===== config.mk =====
export PLATFORM = sky130hd
export DESIGN_NAME = decode_stage
export DESIGN_NICKNAME = d
export VERILOG_FILES = /design/src/hw/rv_decode_pkg.sv /design/src/hw/decode_stage.sv /design/src/hw/rv32_base_decoder.sv /design/src/hw/rvc_decoder.sv
export SDC_FILE = /design/constraint.sdc
export NUM_CORES = 1
export LEC_CHECK = 0
export ABC_AREA = 1
export BUFFER_PORTS_ARGS = -buffer_cell sky130_fd_sc_hd__clkbuf_2
export CAP_MARGIN = 20
export CORE_AREA = 2 2 98 100
export DETAILED_ROUTE_END_ITERATION = 6
export DIE_AREA = 0 0 100 102
export PLACE_DENSITY = 0.63
export SLEW_MARGIN = 20
export SYNTH_ARGS = -nofsm -noshare
export SYNTH_HDL_FRONTEND = slang
export SYNTH_SLANG_ARGS = --single-unit

===== constraint.sdc =====
create_clock -name clk -period 6.65 [get_ports clk]
set_clock_uncertainty 0.2 [all_clocks]
set_input_delay 1.33 -clock clk [delete_from_list [all_inputs] [get_ports clk]]
set_output_delay 1.33 -clock clk [all_outputs]
set_load 0.03 [all_outputs]

===== src/hw/rv_decode_pkg.sv =====
package rv_decode_pkg;

    // ~~~~~~~~~~~~~~~~~~~~~~~~~~~~~~~~~~~~~~~~~~~~~~~~~~~~~~~~~~~~~~~~~~~~~~~~~
    // widths.
    localparam int XLEN  = 32;
    localparam int REG_W = 5;
    localparam int OP_W  = 5;

    // ~~~~~~~~~~~~~~~~~~~~~~~~~~~~~~~~~~~~~~~~~~~~~~~~~~~~~~~~~~~~~~~~~~~~~~~~~
    // internal operation codes.
    localparam logic [OP_W-1:0] OP_ADD   = 5'd0;
    localparam logic [OP_W-1:0] OP_AND   = 5'd1;
    localparam logic [OP_W-1:0] OP_OR    = 5'd2;
    localparam logic [OP_W-1:0] OP_SLL   = 5'd3;
    localparam logic [OP_W-1:0] OP_SRL   = 5'd4;
    localparam logic [OP_W-1:0] OP_SLT   = 5'd5;
    localparam logic [OP_W-1:0] OP_SLTU  = 5'd6;
    localparam logic [OP_W-1:0] OP_SRA   = 5'd7;
    localparam logic [OP_W-1:0] OP_SUB   = 5'd8;
    localparam logic [OP_W-1:0] OP_XOR   = 5'd9;
    localparam logic [OP_W-1:0] OP_BEQ   = 5'd10;
    localparam logic [OP_W-1:0] OP_BGE   = 5'd11;
    localparam logic [OP_W-1:0] OP_BNE   = 5'd12;
    localparam logic [OP_W-1:0] OP_BGEU  = 5'd13;
    localparam logic [OP_W-1:0] OP_LUI   = 5'd14;
    localparam logic [OP_W-1:0] OP_AUIPC = 5'd15;
    localparam logic [OP_W-1:0] OP_JAL   = 5'd16;
    localparam logic [OP_W-1:0] OP_JALR  = 5'd17;
    localparam logic [OP_W-1:0] OP_LB    = 5'd18;
    localparam logic [OP_W-1:0] OP_LH    = 5'd19;
    localparam logic [OP_W-1:0] OP_LW    = 5'd20;
    localparam logic [OP_W-1:0] OP_LBU   = 5'd21;
    localparam logic [OP_W-1:0] OP_LHU   = 5'd22;
    localparam logic [OP_W-1:0] OP_SB    = 5'd23;
    localparam logic [OP_W-1:0] OP_SH    = 5'd24;
    localparam logic [OP_W-1:0] OP_SW    = 5'd25;
    localparam logic [OP_W-1:0] OP_BLT   = 5'd26;
    localparam logic [OP_W-1:0] OP_BLTU  = 5'd27;
    // link register fixed to ra.
    localparam logic [OP_W-1:0] OP_JAL_C = 5'd28;
    localparam logic [OP_W-1:0] OP_NONE  = 5'd31;

    // ~~~~~~~~~~~~~~~~~~~~~~~~~~~~~~~~~~~~~~~~~~~~~~~~~~~~~~~~~~~~~~~~~~~~~~~~~
    // major opcodes and funct7 values.
    localparam logic [6:0] OPC_LUI    = 7'b0110111;
    localparam logic [6:0] OPC_AUIPC  = 7'b0010111;
    localparam logic [6:0] OPC_JAL    = 7'b1101111;
    localparam logic [6:0] OPC_JALR   = 7'b1100111;
    localparam logic [6:0] OPC_BRANCH = 7'b1100011;
    localparam logic [6:0] OPC_LOAD   = 7'b0000011;
    localparam logic [6:0] OPC_STORE  = 7'b0100011;
    localparam logic [6:0] OPC_OP_IMM = 7'b0010011;
    localparam logic [6:0] OPC_OP     = 7'b0110011;

    localparam logic [6:0] F7_ZERO = 7'b0000000;
    localparam logic [6:0] F7_ALT  = 7'b0100000;

    // compressed quadrants.
    localparam logic [1:0] Q0 = 2'b00;
    localparam logic [1:0] Q1 = 2'b01;
    localparam logic [1:0] Q2 = 2'b10;

    localparam logic [REG_W-1:0] REG_RA    = 5'd1;
    localparam logic [REG_W-1:0] REG_SP    = 5'd2;
    localparam logic [REG_W-1:0] CREG_BASE = 5'd8;

    // ~~~~~~~~~~~~~~~~~~~~~~~~~~~~~~~~~~~~~~~~~~~~~~~~~~~~~~~~~~~~~~~~~~~~~~~~~
    // one instruction word, two views.
    typedef struct packed {
        logic [6:0] funct7;
        logic [4:0] rs2;
        logic [4:0] rs1;
        logic [2:0] funct3;
        logic [4:0] rd;
        logic [6:0] opcode;
    } rv_base_view_t;

    typedef struct packed {
        logic [15:0] upper;
        logic [2:0]  funct3;
        logic        b12;
        logic [4:0]  rd_rs1;
        logic [4:0]  rs2;
        logic [1:0]  quadrant;
    } rv_c_view_t;

    typedef union packed {
        rv_base_view_t b;
        rv_c_view_t    c;
    } rv_instr_u;

endpackage


===== src/hw/decode_stage.sv =====
`timescale 1ns/100ps

module decode_stage (
    input  logic                            clk,
    input  logic                            rst,
    input  logic [rv_decode_pkg::XLEN-1:0]  instruction,
    output logic [rv_decode_pkg::OP_W-1:0]  op,
    output logic [rv_decode_pkg::REG_W-1:0] rs1,
    output logic [rv_decode_pkg::REG_W-1:0] rs2,
    output logic [rv_decode_pkg::REG_W-1:0] rd,
    output logic [rv_decode_pkg::XLEN-1:0]  imm,
    output logic                            has_imm
);

    rv_decode_pkg::rv_instr_u word;

    logic [rv_decode_pkg::OP_W-1:0]  base_op;
    logic [rv_decode_pkg::REG_W-1:0] base_rs1;
    logic [rv_decode_pkg::REG_W-1:0] base_rs2;
    logic [rv_decode_pkg::REG_W-1:0] base_rd;
    logic [rv_decode_pkg::XLEN-1:0]  base_imm;
    logic                            base_has_imm;

    logic [rv_decode_pkg::OP_W-1:0]  c_op;
    logic [rv_decode_pkg::REG_W-1:0] c_rs1;
    logic [rv_decode_pkg::REG_W-1:0] c_rs2;
    logic [rv_decode_pkg::REG_W-1:0] c_rd;
    logic [rv_decode_pkg::XLEN-1:0]  c_imm;
    logic                            c_has_imm;

    logic is_base;

    assign word    = instruction;
    assign is_base = (word.c.quadrant == 2'b11);

    rv32_base_decoder u_base (
        .instruction (word),
        .op          (base_op),
        .rs1         (base_rs1),
        .rs2         (base_rs2),
        .rd          (base_rd),
        .imm         (base_imm),
        .has_imm     (base_has_imm)
    );

    rvc_decoder u_rvc (
        .instruction (word),
        .op          (c_op),
        .rs1         (c_rs1),
        .rs2         (c_rs2),
        .rd          (c_rd),
        .imm         (c_imm),
        .has_imm     (c_has_imm)
    );

    // ~~~~~~~~~~~~~~~~~~~~~~~~~~~~~~~~~~~~~~~~~~~~~~~~~~~~~~~~~~~~~~~~~~~~~~~~~
    // one register stage.
    always_ff @(posedge clk) begin
        if (!rst) begin
            op      <= rv_decode_pkg::OP_NONE;
            rs1     <= '0;
            rs2     <= '0;
            rd      <= '0;
            imm     <= '0;
            has_imm <= 1'b0;
        end else begin
            op      <= is_base ? base_op : c_op;
            rs1     <= is_base ? base_rs1 : c_rs1;
            rs2     <= is_base ? base_rs2 : c_rs2;
            rd      <= is_base ? base_rd : c_rd;
            imm     <= is_base ? base_imm : c_imm;
            has_imm <= is_base ? base_has_imm : c_has_imm;
        end
    end

    // codes 29 and 30 are never issued.
    a_op_range: assert property (@(posedge clk) !(op inside {5'd29, 5'd30}));

    a_imm_zero: assert property (@(posedge clk) !has_imm |-> imm == '0);

    a_reset_state: assert property (@(posedge clk)
        !rst |=> op == rv_decode_pkg::OP_NONE && {rs1, rs2, rd} == '0 && !has_imm);

endmodule


===== src/hw/rv32_base_decoder.sv =====
`timescale 1ns/100ps

module rv32_base_decoder (
    input  rv_decode_pkg::rv_instr_u        instruction,
    output logic [rv_decode_pkg::OP_W-1:0]  op,
    output logic [rv_decode_pkg::REG_W-1:0] rs1,
    output logic [rv_decode_pkg::REG_W-1:0] rs2,
    output logic [rv_decode_pkg::REG_W-1:0] rd,
    output logic [rv_decode_pkg::XLEN-1:0]  imm,
    output logic                            has_imm
);

    logic [rv_decode_pkg::XLEN-1:0] imm_i;
    logic [rv_decode_pkg::XLEN-1:0] imm_s;
    logic [rv_decode_pkg::XLEN-1:0] imm_b;
    logic [rv_decode_pkg::XLEN-1:0] imm_u;
    logic [rv_decode_pkg::XLEN-1:0] imm_j;
    logic [rv_decode_pkg::XLEN-1:0] imm_sh;

    // immediate formats.
    assign imm_i  = {{20{instruction[31]}}, instruction[31:20]};
    assign imm_s  = {{20{instruction[31]}}, instruction[31:25], instruction[11:7]};
    assign imm_b  = {{20{instruction[31]}}, instruction[7], instruction[30:25],
                     instruction[11:8], 1'b0};
    assign imm_u  = {instruction[31:12], 12'b0};
    assign imm_j  = {{12{instruction[31]}}, instruction[19:12], instruction[20],
                     instruction[30:21], 1'b0};
    assign imm_sh = {27'b0, instruction.b.rs2};

    always_comb begin
        op      = rv_decode_pkg::OP_NONE;
        rs1     = '0;
        rs2     = '0;
        rd      = '0;
        imm     = '0;
        has_imm = 1'b0;
        case (instruction.b.opcode)
            rv_decode_pkg::OPC_LUI, rv_decode_pkg::OPC_AUIPC: begin
                op      = (instruction.b.opcode == rv_decode_pkg::OPC_LUI) ?
                          rv_decode_pkg::OP_LUI : rv_decode_pkg::OP_AUIPC;
                rd      = instruction.b.rd;
                imm     = imm_u;
                has_imm = 1'b1;
            end
            rv_decode_pkg::OPC_JAL: begin
                op      = rv_decode_pkg::OP_JAL;
                rd      = instruction.b.rd;
                imm     = imm_j;
                has_imm = 1'b1;
            end
            rv_decode_pkg::OPC_JALR: begin
                if (instruction.b.funct3 == 3'b000) begin
                    op = rv_decode_pkg::OP_JALR;
                end
                rs1     = instruction.b.rs1;
                rd      = instruction.b.rd;
                imm     = imm_i;
                has_imm = 1'b1;
            end
            rv_decode_pkg::OPC_BRANCH: begin
                case (instruction.b.funct3)
                    3'b000: op = rv_decode_pkg::OP_BEQ;
                    3'b001: op = rv_decode_pkg::OP_BNE;
                    3'b100: op = rv_decode_pkg::OP_BLT;
                    3'b101: op = rv_decode_pkg::OP_BGE;
                    3'b110: op = rv_decode_pkg::OP_BLTU;
                    3'b111: op = rv_decode_pkg::OP_BGEU;
                    default: op = rv_decode_pkg::OP_NONE;
                endcase
                rs1     = instruction.b.rs1;
                rs2     = instruction.b.rs2;
                imm     = imm_b;
                has_imm = 1'b1;
            end
            rv_decode_pkg::OPC_LOAD: begin
                case (instruction.b.funct3)
                    3'b000: op = rv_decode_pkg::OP_LB;
                    3'b001: op = rv_decode_pkg::OP_LH;
                    3'b010: op = rv_decode_pkg::OP_LW;
                    3'b100: op = rv_decode_pkg::OP_LBU;
                    3'b101: op = rv_decode_pkg::OP_LHU;
                    default: op = rv_decode_pkg::OP_NONE;
                endcase
                rs1     = instruction.b.rs1;
                rd      = instruction.b.rd;
                imm     = imm_i;
                has_imm = 1'b1;
            end
            rv_decode_pkg::OPC_STORE: begin
                case (instruction.b.funct3)
                    3'b000: op = rv_decode_pkg::OP_SB;
                    3'b001: op = rv_decode_pkg::OP_SH;
                    3'b010: op = rv_decode_pkg::OP_SW;
                    default: op = rv_decode_pkg::OP_NONE;
                endcase
                rs1     = instruction.b.rs1;
                rs2     = instruction.b.rs2;
                imm     = imm_s;
                has_imm = 1'b1;
            end
            rv_decode_pkg::OPC_OP_IMM: begin
                case (instruction.b.funct3)
                    3'b000: op = rv_decode_pkg::OP_ADD;
                    3'b010: op = rv_decode_pkg::OP_SLT;
                    3'b011: op = rv_decode_pkg::OP_SLTU;
                    3'b100: op = rv_decode_pkg::OP_XOR;
                    3'b110: op = rv_decode_pkg::OP_OR;
                    3'b111: op = rv_decode_pkg::OP_AND;
                    3'b001: begin
                        if (instruction.b.funct7 == rv_decode_pkg::F7_ZERO) begin
                            op = rv_decode_pkg::OP_SLL;
                        end
                    end
                    default: begin
                        if (instruction.b.funct7 == rv_decode_pkg::F7_ZERO) begin
                            op = rv_decode_pkg::OP_SRL;
                        end else if (instruction.b.funct7 == rv_decode_pkg::F7_ALT) begin
                            op = rv_decode_pkg::OP_SRA;
                        end
                    end
                endcase
                rs1     = instruction.b.rs1;
                rd      = instruction.b.rd;
                // shifts carry shamt only.
                imm     = (instruction.b.funct3[1:0] == 2'b01) ? imm_sh : imm_i;
                has_imm = 1'b1;
            end
            rv_decode_pkg::OPC_OP: begin
                if (instruction.b.funct7 == rv_decode_pkg::F7_ZERO) begin
                    case (instruction.b.funct3)
                        3'b000: op = rv_decode_pkg::OP_ADD;
                        3'b001: op = rv_decode_pkg::OP_SLL;
                        3'b010: op = rv_decode_pkg::OP_SLT;
                        3'b011: op = rv_decode_pkg::OP_SLTU;
                        3'b100: op = rv_decode_pkg::OP_XOR;
                        3'b101: op = rv_decode_pkg::OP_SRL;
                        3'b110: op = rv_decode_pkg::OP_OR;
                        default: op = rv_decode_pkg::OP_AND;
                    endcase
                end else if (instruction.b.funct7 == rv_decode_pkg::F7_ALT) begin
                    case (instruction.b.funct3)
                        3'b000: op = rv_decode_pkg::OP_SUB;
                        3'b101: op = rv_decode_pkg::OP_SRA;
                        default: op = rv_decode_pkg::OP_NONE;
                    endcase
                end
                rs1 = instruction.b.rs1;
                rs2 = instruction.b.rs2;
                rd  = instruction.b.rd;
            end
            default: op = rv_decode_pkg::OP_NONE;
        endcase
        // bad funct codes clear every field.
        if (op == rv_decode_pkg::OP_NONE) begin
            rs1     = '0;
            rs2     = '0;
            rd      = '0;
            imm     = '0;
            has_imm = 1'b0;
        end
    end

endmodule


===== src/hw/rvc_decoder.sv =====
`timescale 1ns/100ps

module rvc_decoder (
    input  rv_decode_pkg::rv_instr_u        instruction,
    output logic [rv_decode_pkg::OP_W-1:0]  op,
    output logic [rv_decode_pkg::REG_W-1:0] rs1,
    output logic [rv_decode_pkg::REG_W-1:0] rs2,
    output logic [rv_decode_pkg::REG_W-1:0] rd,
    output logic [rv_decode_pkg::XLEN-1:0]  imm,
    output logic                            has_imm
);

    // rd'/rs1' in [9:7], rd'/rs2' in [4:2].
    logic [rv_decode_pkg::REG_W-1:0] reg_hi;
    logic [rv_decode_pkg::REG_W-1:0] reg_lo;

    logic [rv_decode_pkg::XLEN-1:0] imm_ci;
    logic [rv_decode_pkg::XLEN-1:0] imm_sp16;
    logic [rv_decode_pkg::XLEN-1:0] imm_lui;
    logic [rv_decode_pkg::XLEN-1:0] imm_cj;
    logic [rv_decode_pkg::XLEN-1:0] imm_word;
    logic [rv_decode_pkg::XLEN-1:0] imm_sh;

    assign reg_hi = {2'b00, instruction[9:7]} + rv_decode_pkg::CREG_BASE;
    assign reg_lo = {2'b00, instruction[4:2]} + rv_decode_pkg::CREG_BASE;

    // ~~~~~~~~~~~~~~~~~~~~~~~~~~~~~~~~~~~~~~~~~~~~~~~~~~~~~~~~~~~~~~~~~~~~~~~~~
    // scattered immediates.
    assign imm_ci   = {{26{instruction.c.b12}}, instruction.c.b12, instruction.c.rs2};
    assign imm_sp16 = {{22{instruction[12]}}, instruction[12], instruction[4:3],
                       instruction[5], instruction[2], instruction[6], 4'b0};
    assign imm_lui  = {{14{instruction[12]}}, instruction[12], instruction[6:2], 12'b0};
    assign imm_cj   = {{20{instruction[12]}}, instruction[12], instruction[8],
                       instruction[10:9], instruction[6], instruction[7], instruction[2],
                       instruction[11], instruction[5:3], 1'b0};
    assign imm_word = {25'b0, instruction[5], instruction[12:10], instruction[6], 2'b0};
    assign imm_sh   = {26'b0, instruction.c.b12, instruction.c.rs2};

    always_comb begin
        op      = rv_decode_pkg::OP_NONE;
        rs1     = '0;
        rs2     = '0;
        rd      = '0;
        imm     = '0;
        has_imm = 1'b0;
        case (instruction.c.quadrant)
            rv_decode_pkg::Q0: begin
                // c.lw and c.sw only.
                if (instruction.c.funct3 == 3'b010) begin
                    op = rv_decode_pkg::OP_LW;
                    rd = reg_lo;
                end else if (instruction.c.funct3 == 3'b110) begin
                    op  = rv_decode_pkg::OP_SW;
                    rs2 = reg_lo;
                end
                rs1     = reg_hi;
                imm     = imm_word;
                has_imm = 1'b1;
            end
            rv_decode_pkg::Q1: begin
                has_imm = 1'b1;
                case (instruction.c.funct3)
                    3'b000: begin
                        op  = rv_decode_pkg::OP_ADD;
                        rs1 = instruction.c.rd_rs1;
                        rd  = instruction.c.rd_rs1;
                        imm = imm_ci;
                    end
                    3'b001: begin
                        op  = rv_decode_pkg::OP_JAL_C;
                        rd  = rv_decode_pkg::REG_RA;
                        imm = imm_cj;
                    end
                    3'b011: begin
                        if (instruction.c.rd_rs1 == rv_decode_pkg::REG_SP) begin
                            op  = rv_decode_pkg::OP_ADD;
                            rs1 = rv_decode_pkg::REG_SP;
                            rd  = rv_decode_pkg::REG_SP;
                            imm = imm_sp16;
                        end else begin
                            op  = rv_decode_pkg::OP_LUI;
                            rd  = instruction.c.rd_rs1;
                            imm = imm_lui;
                        end
                    end
                    3'b100: begin
                        rs1 = reg_hi;
                        rd  = reg_hi;
                        case (instruction[11:10])
                            2'b00: begin
                                op  = instruction.c.b12 ? rv_decode_pkg::OP_NONE :
                                      rv_decode_pkg::OP_SRL;
                                imm = imm_sh;
                            end
                            2'b01: begin
                                op  = instruction.c.b12 ? rv_decode_pkg::OP_NONE :
                                      rv_decode_pkg::OP_SRA;
                                imm = imm_sh;
                            end
                            2'b10: begin
                                op  = rv_decode_pkg::OP_AND;
                                imm = imm_ci;
                            end
                            default: begin
                                // register-register group.
                                has_imm = 1'b0;
                                rs2     = reg_lo;
                                if (!instruction.c.b12) begin
                                    case (instruction[6:5])
                                        2'b00: op = rv_decode_pkg::OP_SUB;
                                        2'b01: op = rv_decode_pkg::OP_XOR;
                                        2'b10: op = rv_decode_pkg::OP_OR;
                                        default: op = rv_decode_pkg::OP_AND;
                                    endcase
                                end
                            end
                        endcase
                    end
                    default: op = rv_decode_pkg::OP_NONE;
                endcase
            end
            rv_decode_pkg::Q2: begin
                if (instruction.c.funct3 == 3'b000 && !instruction.c.b12) begin
                    op      = rv_decode_pkg::OP_SLL;
                    rs1     = instruction.c.rd_rs1;
                    rd      = instruction.c.rd_rs1;
                    imm     = imm_sh;
                    has_imm = 1'b1;
                end else if (instruction.c.funct3 == 3'b100 && instruction.c.b12) begin
                    // c.jr and c.mv have b12 clear and stay unsupported.
                    if (instruction.c.rs2 != 5'd0) begin
                        op  = rv_decode_pkg::OP_ADD;
                        rs1 = instruction.c.rd_rs1;
                        rs2 = instruction.c.rs2;
                        rd  = instruction.c.rd_rs1;
                    end else if (instruction.c.rd_rs1 != 5'd0) begin
                        op  = rv_decode_pkg::OP_JALR;
                        rs1 = instruction.c.rd_rs1;
                        rd  = rv_decode_pkg::REG_RA;
                    end
                end
            end
            default: op = rv_decode_pkg::OP_NONE;
        endcase
        if (op == rv_decode_pkg::OP_NONE) begin
            rs1     = '0;
            rs2     = '0;
            rd      = '0;
            imm     = '0;
            has_imm = 1'b0;
        end
    end

endmodule


==> metrics.csv <==
metric,value,unit
Starting Density,43.7,%
DRT Pass-1 Iters,5,
VDD IR max,0.0790,mV
Synth Area in XOR/XNOR,0,%
CTS Root Cell,clkbuf_8,
Avg Synthesized Cell Area,6.10,sq um
Die H,102,um
Crit Path Max Fanout,48,
Post-synth ARST share,0,%
final global-route overflow total,0,
clk slew on worst S/H paths,0.12,ns
Area Growth Syn to Fin,13.3,%
Setup crit start kind,input port,
proportion of layout cells with a drive suffix above 1,17.1,%
"critical path, cell by cell",clkbuf_2 -> inv_1 -> nand2_1 -> nor2_1 -> nand2_1 -> inv_2 -> nand3_1 -> nand2_1 -> inv_1 -> nand3_1 -> nand3_2 -> o21bai_1 -> a21oi_1,
"EDFF count, synth",0,
period utilization,65.0,%
clock sink count,53,
first-pass GRT wire length,22700,um
post-cts resize count,0,
area of the core,9110,sq um
CP Capture Point,imm[5],
Post-Layout Inst Area,4510,sq um
met3 wire len,1120,um
# hold bufs at CTS,0,
routed len/inst,17.8,um
htree depth,2,
antenna violation net count after detailed routing,0,
DP Wirelength,11300,um
combinational family with the most area after synthesis,simple AND/OR/NAND/NOR gates,
Tmin final,4.32,ns
yosys warns,0,
die area,10200,sq um
IO Count,87,
LEAKAGE,2.42,nW
Via density,5.81,
max-slew violation count,0,
# diodes,0,
RSZ-0062 raised after global routing,no,
hold crit path type,in2reg,
met1 WL,6430,um
final wirelength,14800,um
Final Hold Viols,0,
Critical Path RT,6.64,ns
status,completed,
sequential fraction of the synthesis area,26.6,%
Bufs and invs on worst path,4,
highest metal used,met4,
Post-Synth Simple-Gate Area,34.1,%
post-route worst setup slack,2.33,ns
Max clock buf depth,2,
fmax,0.231,GHz
total power,0.743,mW
Crit-path slowest cell,nand3_2,
CTS tree,done,
number of stages on the worst setup path,13,
Synth Area in Adders,1.76,%
CP Class,in2reg,
Worst setup EP type,flip-flop,
final net count,758,
chip width,100,um
CP startpoint,instruction[6],
critical path's largest stage delay,0.80,ns
Post-Synthesis Cells,653,
Placed Instance Area,4400,sq um
Placement Setup Slack,2.09,ns
GRT Overall Usage,28.4,%
row cnt,35,
Setup-failing EPs final,0,
Worst Tran Pin Value,0.996,ns
Synth cell types,38,
# Post-CTS Setup Buffers,0,
1st-iter DRT viols,327,
"Primary FF master, synth",dfxtp_1,
largest net degree at the start of global routing,50,
via count,4825,
Mapped Area,3980,sq um
initial antenna violation count,0,
Power per Cell Area,165,nW/um^2
Total Neg Setup Slack,0,ns
vias in the first global route,4435,
mux contribution to synthesized area,0,%
"FF+latch count, synth",53,
max capacitance violation total,0,
compound-cell area share of the yosys netlist,27.5,%
Mapped Nets,692,
CP Data Arrival Time,4.31,ns
slew margin rel.,33.5,%
WL met2,6680,um
Placer Congestion,0.963,
CP dominant cell by count,nand2_1,
CTS Buf Count,5,
fillers,1033,
port bufs,86,
multi-input gate area in the final layout,2520,sq um
register area,1060,sq um
DR DRC count,0,
"delay-heaviest family, CP",simple AND/OR/NAND/NOR gates,
placed cells by master (no fill, tap or decap), drive strengths merged, types with 3 or more instances in the layout:
master	count
nand2	173
clkbuf	92
nor2	88
a21oi	76
inv	60
dfxtp	53
nand3	51
o21bai	48
o21ai	38
o211ai	6
nor3	5
a22oi	5
o22ai	4
ha	4
clkinv	3
stage by stage:
step	std cells	utilization, %	hold slack (ns)
after floorplan	653	-	1.20
after global placement	823	48.3	1.35
after detailed placement	823	48.3	1.35
after CTS	831	49.6	1.02
after global routing	831	49.6	1.02
final	831	49.6	1.01
report_power, final:
group / leakage [nW] / switching (mW) / total, mW / internal (mW)
registers: 0.430 / 0.00257 / 0.329 / 0.327
logic: 1.94 / 0.142 / 0.186 / 0.0446
clock network: 0.0554 / 0.114 / 0.228 / 0.113
total: 2.42 / 0.259 / 0.743 / 0.485
synthesized netlist by cell type, drive strengths merged (5+ instances only):
cell type,number,share of area [%]
inv,60,5.7
o21ai,38,4.9
nand2,173,17
nand3,51,6.7
a21oi,76,9.6
buf,19,3.2
clkbuf,10,0.94
dfxtp,53,27
nor3,5,0.63
o21bai,48,9.0
nor2,88,9.0
o211ai,6,1.3
a22oi,5,0.94
logic make-up after synthesis:
family	count (synthesis)
and+or+nand+nor	322
AOI/OAI and AO/OA	182
buffers and inverters	91
DFF	53
adders and majority gates	5
final cells by class:
type	instances	area share, %
timing repair buffer	88	9.87
clock buffer	6	1.61
tap	111	3.08
clock inverter	2	0.859
multi-input combinational	509	55.9
inverter	62	5.21
sequential	53	23.5
registers in the layout, indices dropped and copies added, names as in the netlist:
signal / count
rs1: 5
has_imm: 1
op: 5
rd: 5
rs2: 5
imm: 32
worst min-delay path by stage:
| stage | start | to | slack [ns] | depth (start not counted) |
|---|---|---|---|---|
| 6_report | rst | op[3] | 1.01 | 2 |
| 5_1_grt | rst | op[3] | 1.02 | 2 |
| 4_1_cts | rst | op[3] | 1.02 | 2 |
| 3_5_place_dp | rst | op[0] | 1.35 | 2 |
| 3_3_place_gp | rst | op[0] | 1.35 | 2 |
| 2_1_floorplan | rst | op[0] | 1.20 | 1 |
metal layers:
metal / track usage, % / vias up
met2: 47.6 / 260
met5: 0 / -
met4: 10.7 / 0
met1: 37.8 / 2231
met3: 3.15 / 48
li1: - / 2286
No activity file was read; power rests on OpenSTA's default activity.
